[src/rtl/BasicTypes.sv]
// Basic machine types: data and address widths, CSR map and exception codes.
package BasicTypes;

    // machine widths.
    localparam int xlen = 32;
    localparam int regAddrWidth = 5;
    localparam int csrAddrWidth = 12;
    localparam int exceptionCodeWidth = 4;

    localparam int regNum = 1 << regAddrWidth;  // integer registers.

    typedef logic [xlen-1:0] DataPath;
    typedef logic [regAddrWidth-1:0] RegAddrPath;
    typedef logic [csrAddrWidth-1:0] CsrAddrPath;

    // implemented CSR addresses.
    localparam CsrAddrPath csrMisa = 12'h301;      // read only.
    localparam CsrAddrPath csrMscratch = 12'h340;  // read/write.
    localparam CsrAddrPath csrMcycle = 12'hB00;    // read only.
    localparam CsrAddrPath csrMinstret = 12'hB02;  // read only.

    // MXL = 1 for RV32, extension bit I set.
    localparam DataPath misaValue = 32'h4000_0100;

    // trap causes, numbered as in the privileged spec.
    typedef enum logic [exceptionCodeWidth-1:0] {
        ExceptionCode_None = 4'h0,
        ExceptionCode_IllegalInsn = 4'h2,
        ExceptionCode_Breakpoint = 4'h3
    } ExceptionCode;

endpackage
[src/rtl/PipeTypes.sv]
// Pipeline types: op info, trap info, stage packets, writeback port and controller states.
package PipeTypes;

    import BasicTypes::*;

    // op bits the register-read stage cares about.
    typedef struct packed {
        logic csrReadEnable;   // insn reads a CSR.
        logic regWriteEnable;  // insn writes dstRegAddr.
        logic isSystem;
    } OpInfo;

    typedef struct packed {
        logic valid;
        ExceptionCode cause;
        DataPath value;  // faulting insn word.
    } TrapInfo;

    // packet from decode.
    typedef struct packed {
        logic valid;
        OpInfo op;
        DataPath pc;
        DataPath insn;
        CsrAddrPath csrAddr;
        RegAddrPath srcRegAddr1;
        RegAddrPath srcRegAddr2;
        RegAddrPath dstRegAddr;
        TrapInfo trapInfo;
    } DecodePacket;

    // decode packet plus the source operands read in this stage.
    typedef struct packed {
        logic valid;
        OpInfo op;
        DataPath pc;
        DataPath insn;
        CsrAddrPath csrAddr;
        RegAddrPath srcRegAddr1;
        RegAddrPath srcRegAddr2;
        RegAddrPath dstRegAddr;
        TrapInfo trapInfo;
        DataPath srcCsrValue;
        DataPath srcIntRegValue1;
        DataPath srcIntRegValue2;
    } RegReadPacket;

    // writeback into the int regs or the CSR file.
    typedef struct packed {
        logic enable;
        logic isCsr;  // selects the CSR file.
        RegAddrPath regAddr;
        CsrAddrPath csrAddr;
        DataPath data;
    } WritebackPort;

    typedef enum logic [1:0] {
        CtrlRun,
        CtrlHold,      // downstream stalled.
        CtrlRedirect   // flushing after a trap.
    } CtrlState;

endpackage

[src/rtl/RegReadTop.sv]
// Register-read slice top: stage, integer registers, CSR file, counters and controller.
`timescale 1ns/1ns

module RegReadTop
    import BasicTypes::*;
    import PipeTypes::*;
(
    input  logic clk,
    input  logic rstN,
    input  DecodePacket decodeIn,
    input  WritebackPort wb,
    input  logic downstreamStall,
    output RegReadPacket rrOut,
    output logic rrStall,
    output logic trapRedirect
);

    RegAddrPath readAddr1;
    RegAddrPath readAddr2;
    DataPath readValue1;
    DataPath readValue2;
    CsrAddrPath csrReadAddr;
    logic csrReadEnable;
    DataPath csrReadValue;
    logic csrReadIllegal;
    DataPath cycleCount;
    DataPath instretCount;
    logic flush;
    logic trapAtOutput;
    logic regWriteEnable;
    logic retire;

    assign trapAtOutput = rrOut.valid && rrOut.trapInfo.valid;
    assign regWriteEnable = wb.enable && !wb.isCsr;
    assign retire = rrOut.valid && !rrStall;  // packet accepted downstream.

    RegReadStage u_stage (
        .clk(clk),
        .rstN(rstN),
        .decodeIn(decodeIn),
        .flush(flush),
        .stall(rrStall),
        .readAddr1(readAddr1),
        .readAddr2(readAddr2),
        .readValue1(readValue1),
        .readValue2(readValue2),
        .csrReadAddr(csrReadAddr),
        .csrReadEnable(csrReadEnable),
        .csrReadValue(csrReadValue),
        .csrReadIllegal(csrReadIllegal),
        .rrOut(rrOut)
    );

    IntRegFile u_regFile (
        .clk(clk),
        .rstN(rstN),
        .readAddr1(readAddr1),
        .readAddr2(readAddr2),
        .readValue1(readValue1),
        .readValue2(readValue2),
        .writeEnable(regWriteEnable),
        .writeAddr(wb.regAddr),
        .writeData(wb.data)
    );

    CsrFile u_csr (
        .clk(clk),
        .rstN(rstN),
        .readEnable(csrReadEnable),
        .readAddr(csrReadAddr),
        .readValue(csrReadValue),
        .readIllegal(csrReadIllegal),
        .wb(wb),
        .cycleCount(cycleCount),
        .instretCount(instretCount)
    );

    CycleCounter u_counter (
        .clk(clk),
        .rstN(rstN),
        .retire(retire),
        .cycleCount(cycleCount),
        .instretCount(instretCount)
    );

    PipelineController u_ctrl (
        .clk(clk),
        .rstN(rstN),
        .downstreamStall(downstreamStall),
        .trapAtOutput(trapAtOutput),
        .rrStall(rrStall),
        .flush(flush),
        .trapRedirect(trapRedirect)
    );

endmodule

[src/rtl/RegReadStage.sv]
// Register-read stage: drives operand reads and registers the packet, inserting CSR traps.
`timescale 1ns/1ns

module RegReadStage
    import BasicTypes::*;
    import PipeTypes::*;
(
    input  logic clk,
    input  logic rstN,
    input  DecodePacket decodeIn,
    input  logic flush,
    input  logic stall,
    output RegAddrPath readAddr1,
    output RegAddrPath readAddr2,
    input  DataPath readValue1,
    input  DataPath readValue2,
    output CsrAddrPath csrReadAddr,
    output logic csrReadEnable,
    input  DataPath csrReadValue,
    input  logic csrReadIllegal,
    output RegReadPacket rrOut
);

    // read addresses come straight from the incoming packet.
    always_comb begin
        readAddr1 = decodeIn.srcRegAddr1;
        readAddr2 = decodeIn.srcRegAddr2;
        csrReadAddr = decodeIn.csrAddr;
        csrReadEnable = decodeIn.op.csrReadEnable;
    end

    always_ff @(posedge clk) begin
        if (!rstN || flush) begin
            rrOut <= '0;
        end
        else if (stall) begin
            rrOut <= rrOut;  // hold everything.
        end
        else begin
            rrOut.valid <= decodeIn.valid;
            rrOut.op <= decodeIn.op;
            rrOut.pc <= decodeIn.pc;
            rrOut.insn <= decodeIn.insn;
            rrOut.csrAddr <= decodeIn.csrAddr;
            rrOut.srcRegAddr1 <= decodeIn.srcRegAddr1;
            rrOut.srcRegAddr2 <= decodeIn.srcRegAddr2;
            rrOut.dstRegAddr <= decodeIn.dstRegAddr;
            rrOut.srcCsrValue <= csrReadValue;
            rrOut.srcIntRegValue1 <= readValue1;
            rrOut.srcIntRegValue2 <= readValue2;

            // an earlier trap keeps priority over the CSR check.
            if (!decodeIn.trapInfo.valid && csrReadIllegal) begin
                rrOut.trapInfo.valid <= 1'b1;
                rrOut.trapInfo.cause <= ExceptionCode_IllegalInsn;
                rrOut.trapInfo.value <= decodeIn.insn;
            end
            else begin
                rrOut.trapInfo <= decodeIn.trapInfo;
            end
        end
    end

endmodule

[src/rtl/PipelineController.sv]
// Pipeline controller FSM producing the stall and flush levels of the stage.
`timescale 1ns/1ns

module PipelineController
    import PipeTypes::*;
(
    input  logic clk,
    input  logic rstN,
    input  logic downstreamStall,
    input  logic trapAtOutput,
    output logic rrStall,
    output logic flush,
    output logic trapRedirect
);

    CtrlState state;
    CtrlState nextState;

    always_ff @(posedge clk) begin
        if (!rstN) begin
            state <= CtrlRun;
        end
        else begin
            state <= nextState;
        end
    end

    // a trap is taken once downstream accepts it.
    always_comb begin
        nextState = state;
        case (state)
            CtrlRun, CtrlHold: begin
                if (trapAtOutput && !downstreamStall) begin
                    nextState = CtrlRedirect;
                end
                else if (downstreamStall) begin
                    nextState = CtrlHold;
                end
                else begin
                    nextState = CtrlRun;
                end
            end
            CtrlRedirect: begin
                nextState = downstreamStall ? CtrlHold : CtrlRun;  // one cycle only.
            end
            default: begin
                nextState = CtrlRun;
            end
        endcase
    end

    assign flush = (state == CtrlRedirect);
    assign trapRedirect = (state == CtrlRedirect);
    assign rrStall = downstreamStall && (state != CtrlRedirect);  // flush wins.

endmodule

[src/rtl/CsrFile.sv]
// CSR file: read decode with illegal-address flag, and the mscratch register.
`timescale 1ns/1ns

module CsrFile
    import BasicTypes::*;
    import PipeTypes::*;
(
    input  logic clk,
    input  logic rstN,
    input  logic readEnable,
    input  CsrAddrPath readAddr,
    output DataPath readValue,
    output logic readIllegal,
    input  WritebackPort wb,
    input  DataPath cycleCount,
    input  DataPath instretCount
);

    DataPath mscratch;
    logic mscratchWrite;

    // only mscratch is writable, other CSR writes are dropped.
    assign mscratchWrite = wb.enable && wb.isCsr && (wb.csrAddr == csrMscratch);

    always_ff @(posedge clk) begin
        if (!rstN) begin
            mscratch <= '0;
        end
        else if (mscratchWrite) begin
            mscratch <= wb.data;
        end
    end

    // read mux.
    always_comb begin
        readValue = '0;
        readIllegal = 1'b0;
        if (readEnable) begin
            case (readAddr)
                csrMisa: begin
                    readValue = misaValue;
                end
                csrMscratch: begin
                    readValue = mscratch;  // old value on a same-cycle write.
                end
                csrMcycle: begin
                    readValue = cycleCount;
                end
                csrMinstret: begin
                    readValue = instretCount;
                end
                default: begin
                    readIllegal = 1'b1;  // unimplemented address.
                end
            endcase
        end
    end

endmodule

[src/rtl/CycleCounter.sv]
// Cycle counter block providing mcycle and minstret.
`timescale 1ns/1ns

module CycleCounter
    import BasicTypes::*;
(
    input  logic clk,
    input  logic rstN,
    input  logic retire,
    output DataPath cycleCount,
    output DataPath instretCount
);

    // both counters simply wrap.
    always_ff @(posedge clk) begin
        if (!rstN) begin
            cycleCount <= '0;
            instretCount <= '0;
        end
        else begin
            cycleCount <= cycleCount + 1'b1;
            if (retire) begin
                instretCount <= instretCount + 1'b1;  // one per accepted packet.
            end
        end
    end

endmodule

[src/rtl/IntRegFile.sv]
// Integer register file with two combinational read ports and one write port.
`timescale 1ns/1ns

module IntRegFile
    import BasicTypes::*;
(
    input  logic clk,
    input  logic rstN,
    input  RegAddrPath readAddr1,
    input  RegAddrPath readAddr2,
    output DataPath readValue1,
    output DataPath readValue2,
    input  logic writeEnable,
    input  RegAddrPath writeAddr,
    input  DataPath writeData
);

    DataPath regs [regNum];

    always_ff @(posedge clk) begin
        if (!rstN) begin
            for (int i = 0; i < regNum; i++) begin
                regs[i] <= '0;
            end
        end
        else if (writeEnable && writeAddr != '0) begin  // x0 is hardwired.
            regs[writeAddr] <= writeData;
        end
    end

    // no bypass, so a same-cycle write shows up one cycle later.
    always_comb begin
        readValue1 = (readAddr1 == '0) ? '0 : regs[readAddr1];
        readValue2 = (readAddr2 == '0) ? '0 : regs[readAddr2];
    end

endmodule

[config.mk]
export PLATFORM = sky130hd
export DESIGN_NAME = RegReadTop
export DESIGN_NICKNAME = d
export VERILOG_FILES = /design/src/rtl/BasicTypes.sv /design/src/rtl/PipeTypes.sv /design/src/rtl/RegReadTop.sv /design/src/rtl/RegReadStage.sv /design/src/rtl/PipelineController.sv /design/src/rtl/CsrFile.sv /design/src/rtl/CycleCounter.sv /design/src/rtl/IntRegFile.sv
export SDC_FILE = /design/constraint.sdc
export NUM_CORES = 2
export LEC_CHECK = 0
export BUFFER_PORTS_ARGS = -buffer_cell sky130_fd_sc_hd__buf_4
export CAP_MARGIN = 40
export CORE_ASPECT_RATIO = 1.2
export CORE_UTILIZATION = 40
export DETAILED_ROUTE_END_ITERATION = 8
export SYNTH_ARGS = -nofsm -noshare
export SYNTH_HDL_FRONTEND = slang
export SYNTH_SLANG_ARGS = --single-unit
export TNS_END_PERCENT = 1
[constraint.sdc]
create_clock -name clk -period 4.8 [get_ports clk]
set_input_delay 0 -clock clk [delete_from_list [all_inputs] [get_ports clk]]
set_output_delay 0 -clock clk [all_outputs]
set_load 0.01 [all_outputs]
**Word level (Yosys, flattened, before mapping)**

Memory sizes are Yosys's and may differ from the RTL's.
Cells that the tools add are included.

- Bits in registers: 326
- Memory bits (writable): 1024
- Bits of input ports: 186
- Output and inout bits: 230
- Logic and storage cells: 70
- Memories: 1

- Add/subtract/negate cells: 2
- Eq/ne operators: 8
- Multiplexer cells: 17
- Reductions and logical operators: 22

Memory list:

| name | depth | bits a word | rd ports | clocked after memory_dff | write ports | RTL line | text |
|---|---|---|---|---|---|---|---|
| u_regFile.regs | 32 | 32 | 2 | 0 | 32 | IntRegFile.sv:18 | `DataPath regs [regNum];` |

Operators by type and width:

| cell | number |
|---|---|
| $mux 32 | 4 |
| $pmux 32 s4 | 1 |
| $add 32x1->32 const B | 2 |
| $mux 37 | 1 |
| $eq 12x10->1 const B | 3 |
| $reduce_or 32->1 | 1 |
| $eq 12x12->1 const B | 2 |
| $logic_not 5->1 | 2 |
| $logic_and 1x1->1 | 9 |
| $mux 1 | 8 |
| $logic_not 1->1 | 5 |
| $mux 5 | 1 |
| $reduce_bool 5->1 | 1 |
| $pmux 2 s2 | 1 |
| $reduce_or 4->1 | 1 |
| $eq 2x1->1 const B | 1 |
| $eq 2x2->1 const B | 1 |
| $logic_not 2->1 | 1 |
| $mux 2 | 1 |
| $ne 2x2->1 const B | 1 |
| $reduce_or 2->1 | 1 |
| $logic_or 1x1->1 | 1 |

**Depth between registers and ports, before layout**

- Depth in word-level cells: 8
- Mapped depth: 10
- Gate-level depth less buffers: 6

**Modules after synthesis**

Synthesis repeated with hierarchy kept, for this count alone.

- Cell total of the unflattened synthesis: 4949
- Area, all modules: 68361.8 um^2

By module, submodules not included:

| module | times used | cells each | area an instance (um^2) | seq. area each (um^2) |
|---|---|---|---|---|
| IntRegFile | 1 | 3509 | 54204.5 | 30749.5 |
| RegReadStage | 1 | 845 | 8946.1 | 4564.4 |
| CycleCounter | 1 | 349 | 2976.6 | 1281.2 |
| CsrFile | 1 | 235 | 2119.5 | 640.6 |
| PipelineController | 1 | 8 | 88.8 | 40.0 |
| RegReadTop | 1 | 3 | 26.3 | 0.0 |

**Worst setup path before layout**

No wires, ideal clock.

- Path kind: input to register
- Start point: input rstN
- End point: memory u_regFile.regs[28][0] in the netlist's numbering (enable)
- Setup time: 466 ps
- Arrival time: 2964 ps
- Required time: 4334 ps
- Path slack: 1371 ps
- Cell stages on the path: 4
- Path buffers: 0
- Cell sequence: nand2_1 nor3b_1 nand3_1 o21ai_0

RTL lines:

| item | RTL line | text |
|---|---|---|
| start: declaration | RegReadTop.sv:9 | `input logic rstN,` |
| end: declaration | IntRegFile.sv:18 |  |

**Worst setup path in the final report**

- Start point: input decodeIn[55] in the netlist's numbering
- End point: register, netlist name u_stage.rrOut[128]

- Word-level cells in the longest chain between the ends: 6
- Elaborated cells between the ends (all ways): 9
- Those cells by class: 4 x eq/ne; 3 x mux; 2 x reduce/logical

RTL lines:

| item | RTL line | text |
|---|---|---|
| start: declaration | RegReadTop.sv:10 | `input DecodePacket decodeIn,` |
| $eq 12x10->1 or $eq 12x12->1 (tied branches) | CsrFile.sv:39 | `case (readAddr)` |
| $reduce_or 4->1 (no source line) (*) | n/a |  |
| $mux 1 (*) | CsrFile.sv:39 |  |
| $mux 1 (*) | CsrFile.sv:38 | `if (readEnable) begin` |
| $logic_and 1x1->1 (*) | RegReadStage.sv:53 | `if (!decodeIn.trapInfo.valid && csrReadIllegal) begin` |
| $mux 37 (*) | RegReadStage.sv:53 |  |

Mark *: on every way between the ends. The rest lies on a longest branch, timed or not.
A chain may end at the register's enable or synchronous reset.

==> flow_summary_export.csv <==
group,metric,value,unit
logic_synthesis,syn-cell-area,67600,um2
timing,hold_viol,0,
critical_path,cp.arrival,3500,ps
die,core_region_area,167000,um2
clocking,clk_latency,810,ps
critical_path,crit_path_end_kind,"register",
logic_synthesis,synth_cell_type_count,60,
clocking,cts_sinks,1350,
logic_synthesis,synth_edf_count,1024,
timing,slew_headroom,40.9,%
logic_synthesis,synth_area_leaders,"edfxtp_1, mux4_2, dfxtp_1, and2_1, mux2i_1",
logic_synthesis,synth_seq_cells,1350,
pwr,p_comb_share,12.0,%
detailed_routing,dr.pass1.iters,5,
final_layout,synthToLayoutAreaGrowth,19.4,%
clocking,clockRootBuffer,"clkbuf_16",
timing,rsz0062_at_grt,"no",
final_layout,finalNetCount,5765,
pwr,power.switching,7.08,mW
timing,fin_skew,34.8,ps
critical_path,required,5530,ps
timing,timing.final.ws_setup,2030,ps
logic_synthesis,synth.avg_cell_area,13.3,um2
die,chipWidth,377,um
global_routing,grt_max_degree,101,
logic_synthesis,synth_top_area_share,45.5,%
timing,worstMarginPinSlew,884,ps
global_routing,grt_usage,26.5,%
pwr,p_int,20.8,mW
timing,setup_viol_count_final,0,
critical_path,cp-start-kind,"input port",
timing,slew_violations,0,
logic_synthesis,synthCells,5073,
detailed_routing,routed_wl,229000,um
status,outcome,"finished clean",
clocking,cts_tree,"yes",
die,dieArea,171000,um2
logic_synthesis,yosys_warnings,0,
run,max_cap_violations,0,
worst_hold_path,hp-class,"input port to register",
detailed_routing,avgViaCountPerCell,5.81,
clocking,clk_pin_slew_worst_paths,60,ps
logic_synthesis,yosysTopAreaCell,"edfxtp_1",
pwr,p_leak,29.4,nW
timing,fin_setup_tns,0,ps
detailed_routing,vias,46096,
pwr,switching_share,25.4,%
final_layout,regArea,37300,um2
pwr,power_density,345,nW/um2
detailed_routing,ant_nets,0,
logic_synthesis,ys.flop_type,"edfxtp_1",
final_layout,drive_gt1_share,25.8,%
detailed_routing,drc,0,
die,start_util,40.5,%
clocking,cts_resized,0,
die,rows,164,
clocking,htreeDepth,4,
placed_design,place.gp.congestion,0.903,
timing,period_share,57.7,%
logic_synthesis,synthArstFlopShare,0,%
placed_design,hpwl,146000,um
worst_hold_path,min_path_cells,5,
logic_synthesis,synth-seq-area-share,55.1,%
clocking,clockBufferDepth,3,
critical_path,cp_max_fo,36,
global_routing,grt_pass1_vias,46962,
critical_path,crit_type,"input port to register",
timing,fmax,361,MHz
final_layout,multi_input_area,28800,um2
die,die_y,452,um
placed_design,io_buffers,415,
critical_path,r2r_cells,6,
final_layout,nFillCells,14473,
clocking,cts_made_buffers,143,
global_routing,grt_pass1_wl,328000,um
detailed_routing,wl_per_cell,28.8,um
die,io_pins,416,
pwr,peakVddDrop,0.397,mV
global_routing,antenna_found_initial,5,
pwr,p_seq_share,48.6,%
global_routing,gr-total-overflow,0,
placed_design,pre_cts_slack,1870,ps
pwr,clock_power_share,39.3,%
detailed_routing,drt_iter0_markers,4470,
timing,min_period,2770,ps
==> area by class of cell <==
cell class / count / share of cell area (%)
diodes: 3 / 0.00930
repair buffers: 820 / 8.92
well taps: 2241 / 3.47
inverters: 20 / 0.102
multi-input cells: 3242 / 35.7
clock buffers: 194 / 4.88
flip-flops and latches: 1350 / 46.2
clock inverters: 67 / 0.716
==> flip-flops by register name, summed over array words and instances (netlist names) <==
register and count:
u_counter.instretCount 32, u_ctrl.state 2, u_counter.cycleCount 32, u_csr.mscratch 32, u_stage.rrOut 228, u_regFile.regs 1024
==> Yosys cell counts, types with 2 or more instances <==
cell type,instances
xnor2_1,23
mux4_2,449
a32oi_1,44
inv_1,19
nand4_1,19
ha_1,2
o21bai_1,2
nor4_1,12
a22oi_1,65
buf_2,83
a221o_1,2
mux2_2,174
a31oi_1,2
and2_1,1021
and3_1,7
a22o_1,30
a2111oi_0,19
o21ai_0,114
a21oi_1,121
nor3_1,10
nand3_1,150
or3_1,17
nor3b_1,2
or4_1,5
o211ai_1,63
edfxtp_1,1024
a41oi_1,19
mux2i_1,270
xor2_1,17
buf_6,7
dfxtp_1,326
clkbuf_1,339
nor2_1,230
nand2_1,264
nand2b_1,4
buf_4,13
nor2b_1,28
and4_1,6
buf_1,50
==> worst max-delay path: stages <==
cell and delay (ps):
dlygate4sd3_1 580, buf_4 150, or4_4 540, or2_4 280
o211ai_4 170, buf_4 550, nand3_1 390, a21oi_1 220
dlygate4sd3_1 580
==> path summary, 6_finish.rpt <==
path                                     end            start  slack, ps
setup / recovery          u_stage.rrOut[128]     decodeIn[55]       2030
hold / removal            u_csr.mscratch[20]           wb[50]         30
setup reg to reg  u_counter.instretCount[24]  u_ctrl.state[0]       2110
hold reg to reg              u_ctrl.state[0]  u_ctrl.state[0]        450
==> through the flow <==
stage                     std cells  instance area, um2  power, mW  hold slack (ps)  util, %
after floorplan                5104               67700       15.5              136        -
after global routing           7935               80700       28.6             41.7     48.3
after detailed placement       7410               73600       16.9              238     44.0
after global placement         7397               73300       16.8              229     43.9
final                          7937               80700       27.8             34.5     48.3
after CTS                      7933               80700       27.9             5.65     48.3
==> what timing repair did <==
action | in CTS | in global routing
setup buffers | 0 | 0
hold buffers | 262 | 0
hold endpoints to repair | 1240 | 0
endpoints found under the setup margin | 0 | 0
==> kinds of logic (layout without fill, tap and decap cells) <==
family          after synthesis  count (layout)  synth area share (%)
other cells                   1              35               0.00555
simple gates               1787            1787                  14.5
fa+ha+maj                     2               2                0.0370
mux                         893             893                  21.9
xor+xnor                     40              40                 0.518
flops                      1350            1350                  55.1
compound gates              488             488                  4.78
buf+inv                     512            1101                  3.15
==> routing by layer <==
layer,wire length (um),GRT usage [%],vias up,part of all wire (%)
met2,115000,45.2,2030,50
met1,86500,32.4,23680,38
met5,12,0,-,0.0052
li1,-,-,19874,-
met4,13200,14.4,2,5.8
met3,13900,3.51,510,6.0
==> layout by cell type (no fill, tap or decap), drive strengths merged, types with 3 or more instances in the layout <==
master,n
nor2b,28
a2111oi,19
a32oi,44
clkinvlp,3
or4,6
clkbuf,197
mux2,174
nand3,151
nor4,12
and2,1021
nand2b,4
dlygate4sd3,262
a22o,30
inv,26
edfxtp,1024
or3,17
buf,555
bufinv,6
and4,6
conb,32
xnor2,23
mux2i,270
a22oi,65
and3,7
a21oi,121
nor3,11
xor2,17
o21ai,114
dfxtp,326
diode,3
clkinv,52
nand2,264
nand4,19
nor2,230
or2,4
mux4,449
o211ai,64
a41oi,19
==> power groups by stage <==
stage,sequential (mW),clock [mW],combinational [mW]
2_1_floorplan,13.7,0,1.80
3_3_place_gp,13.7,0,3.12
3_5_place_dp,13.8,0,3.16
4_1_cts,13.5,11.1,3.35
5_1_grt,13.6,11.5,3.49
6_report,13.5,10.9,3.35
Note: power is estimated with default switching activity, not from simulation.
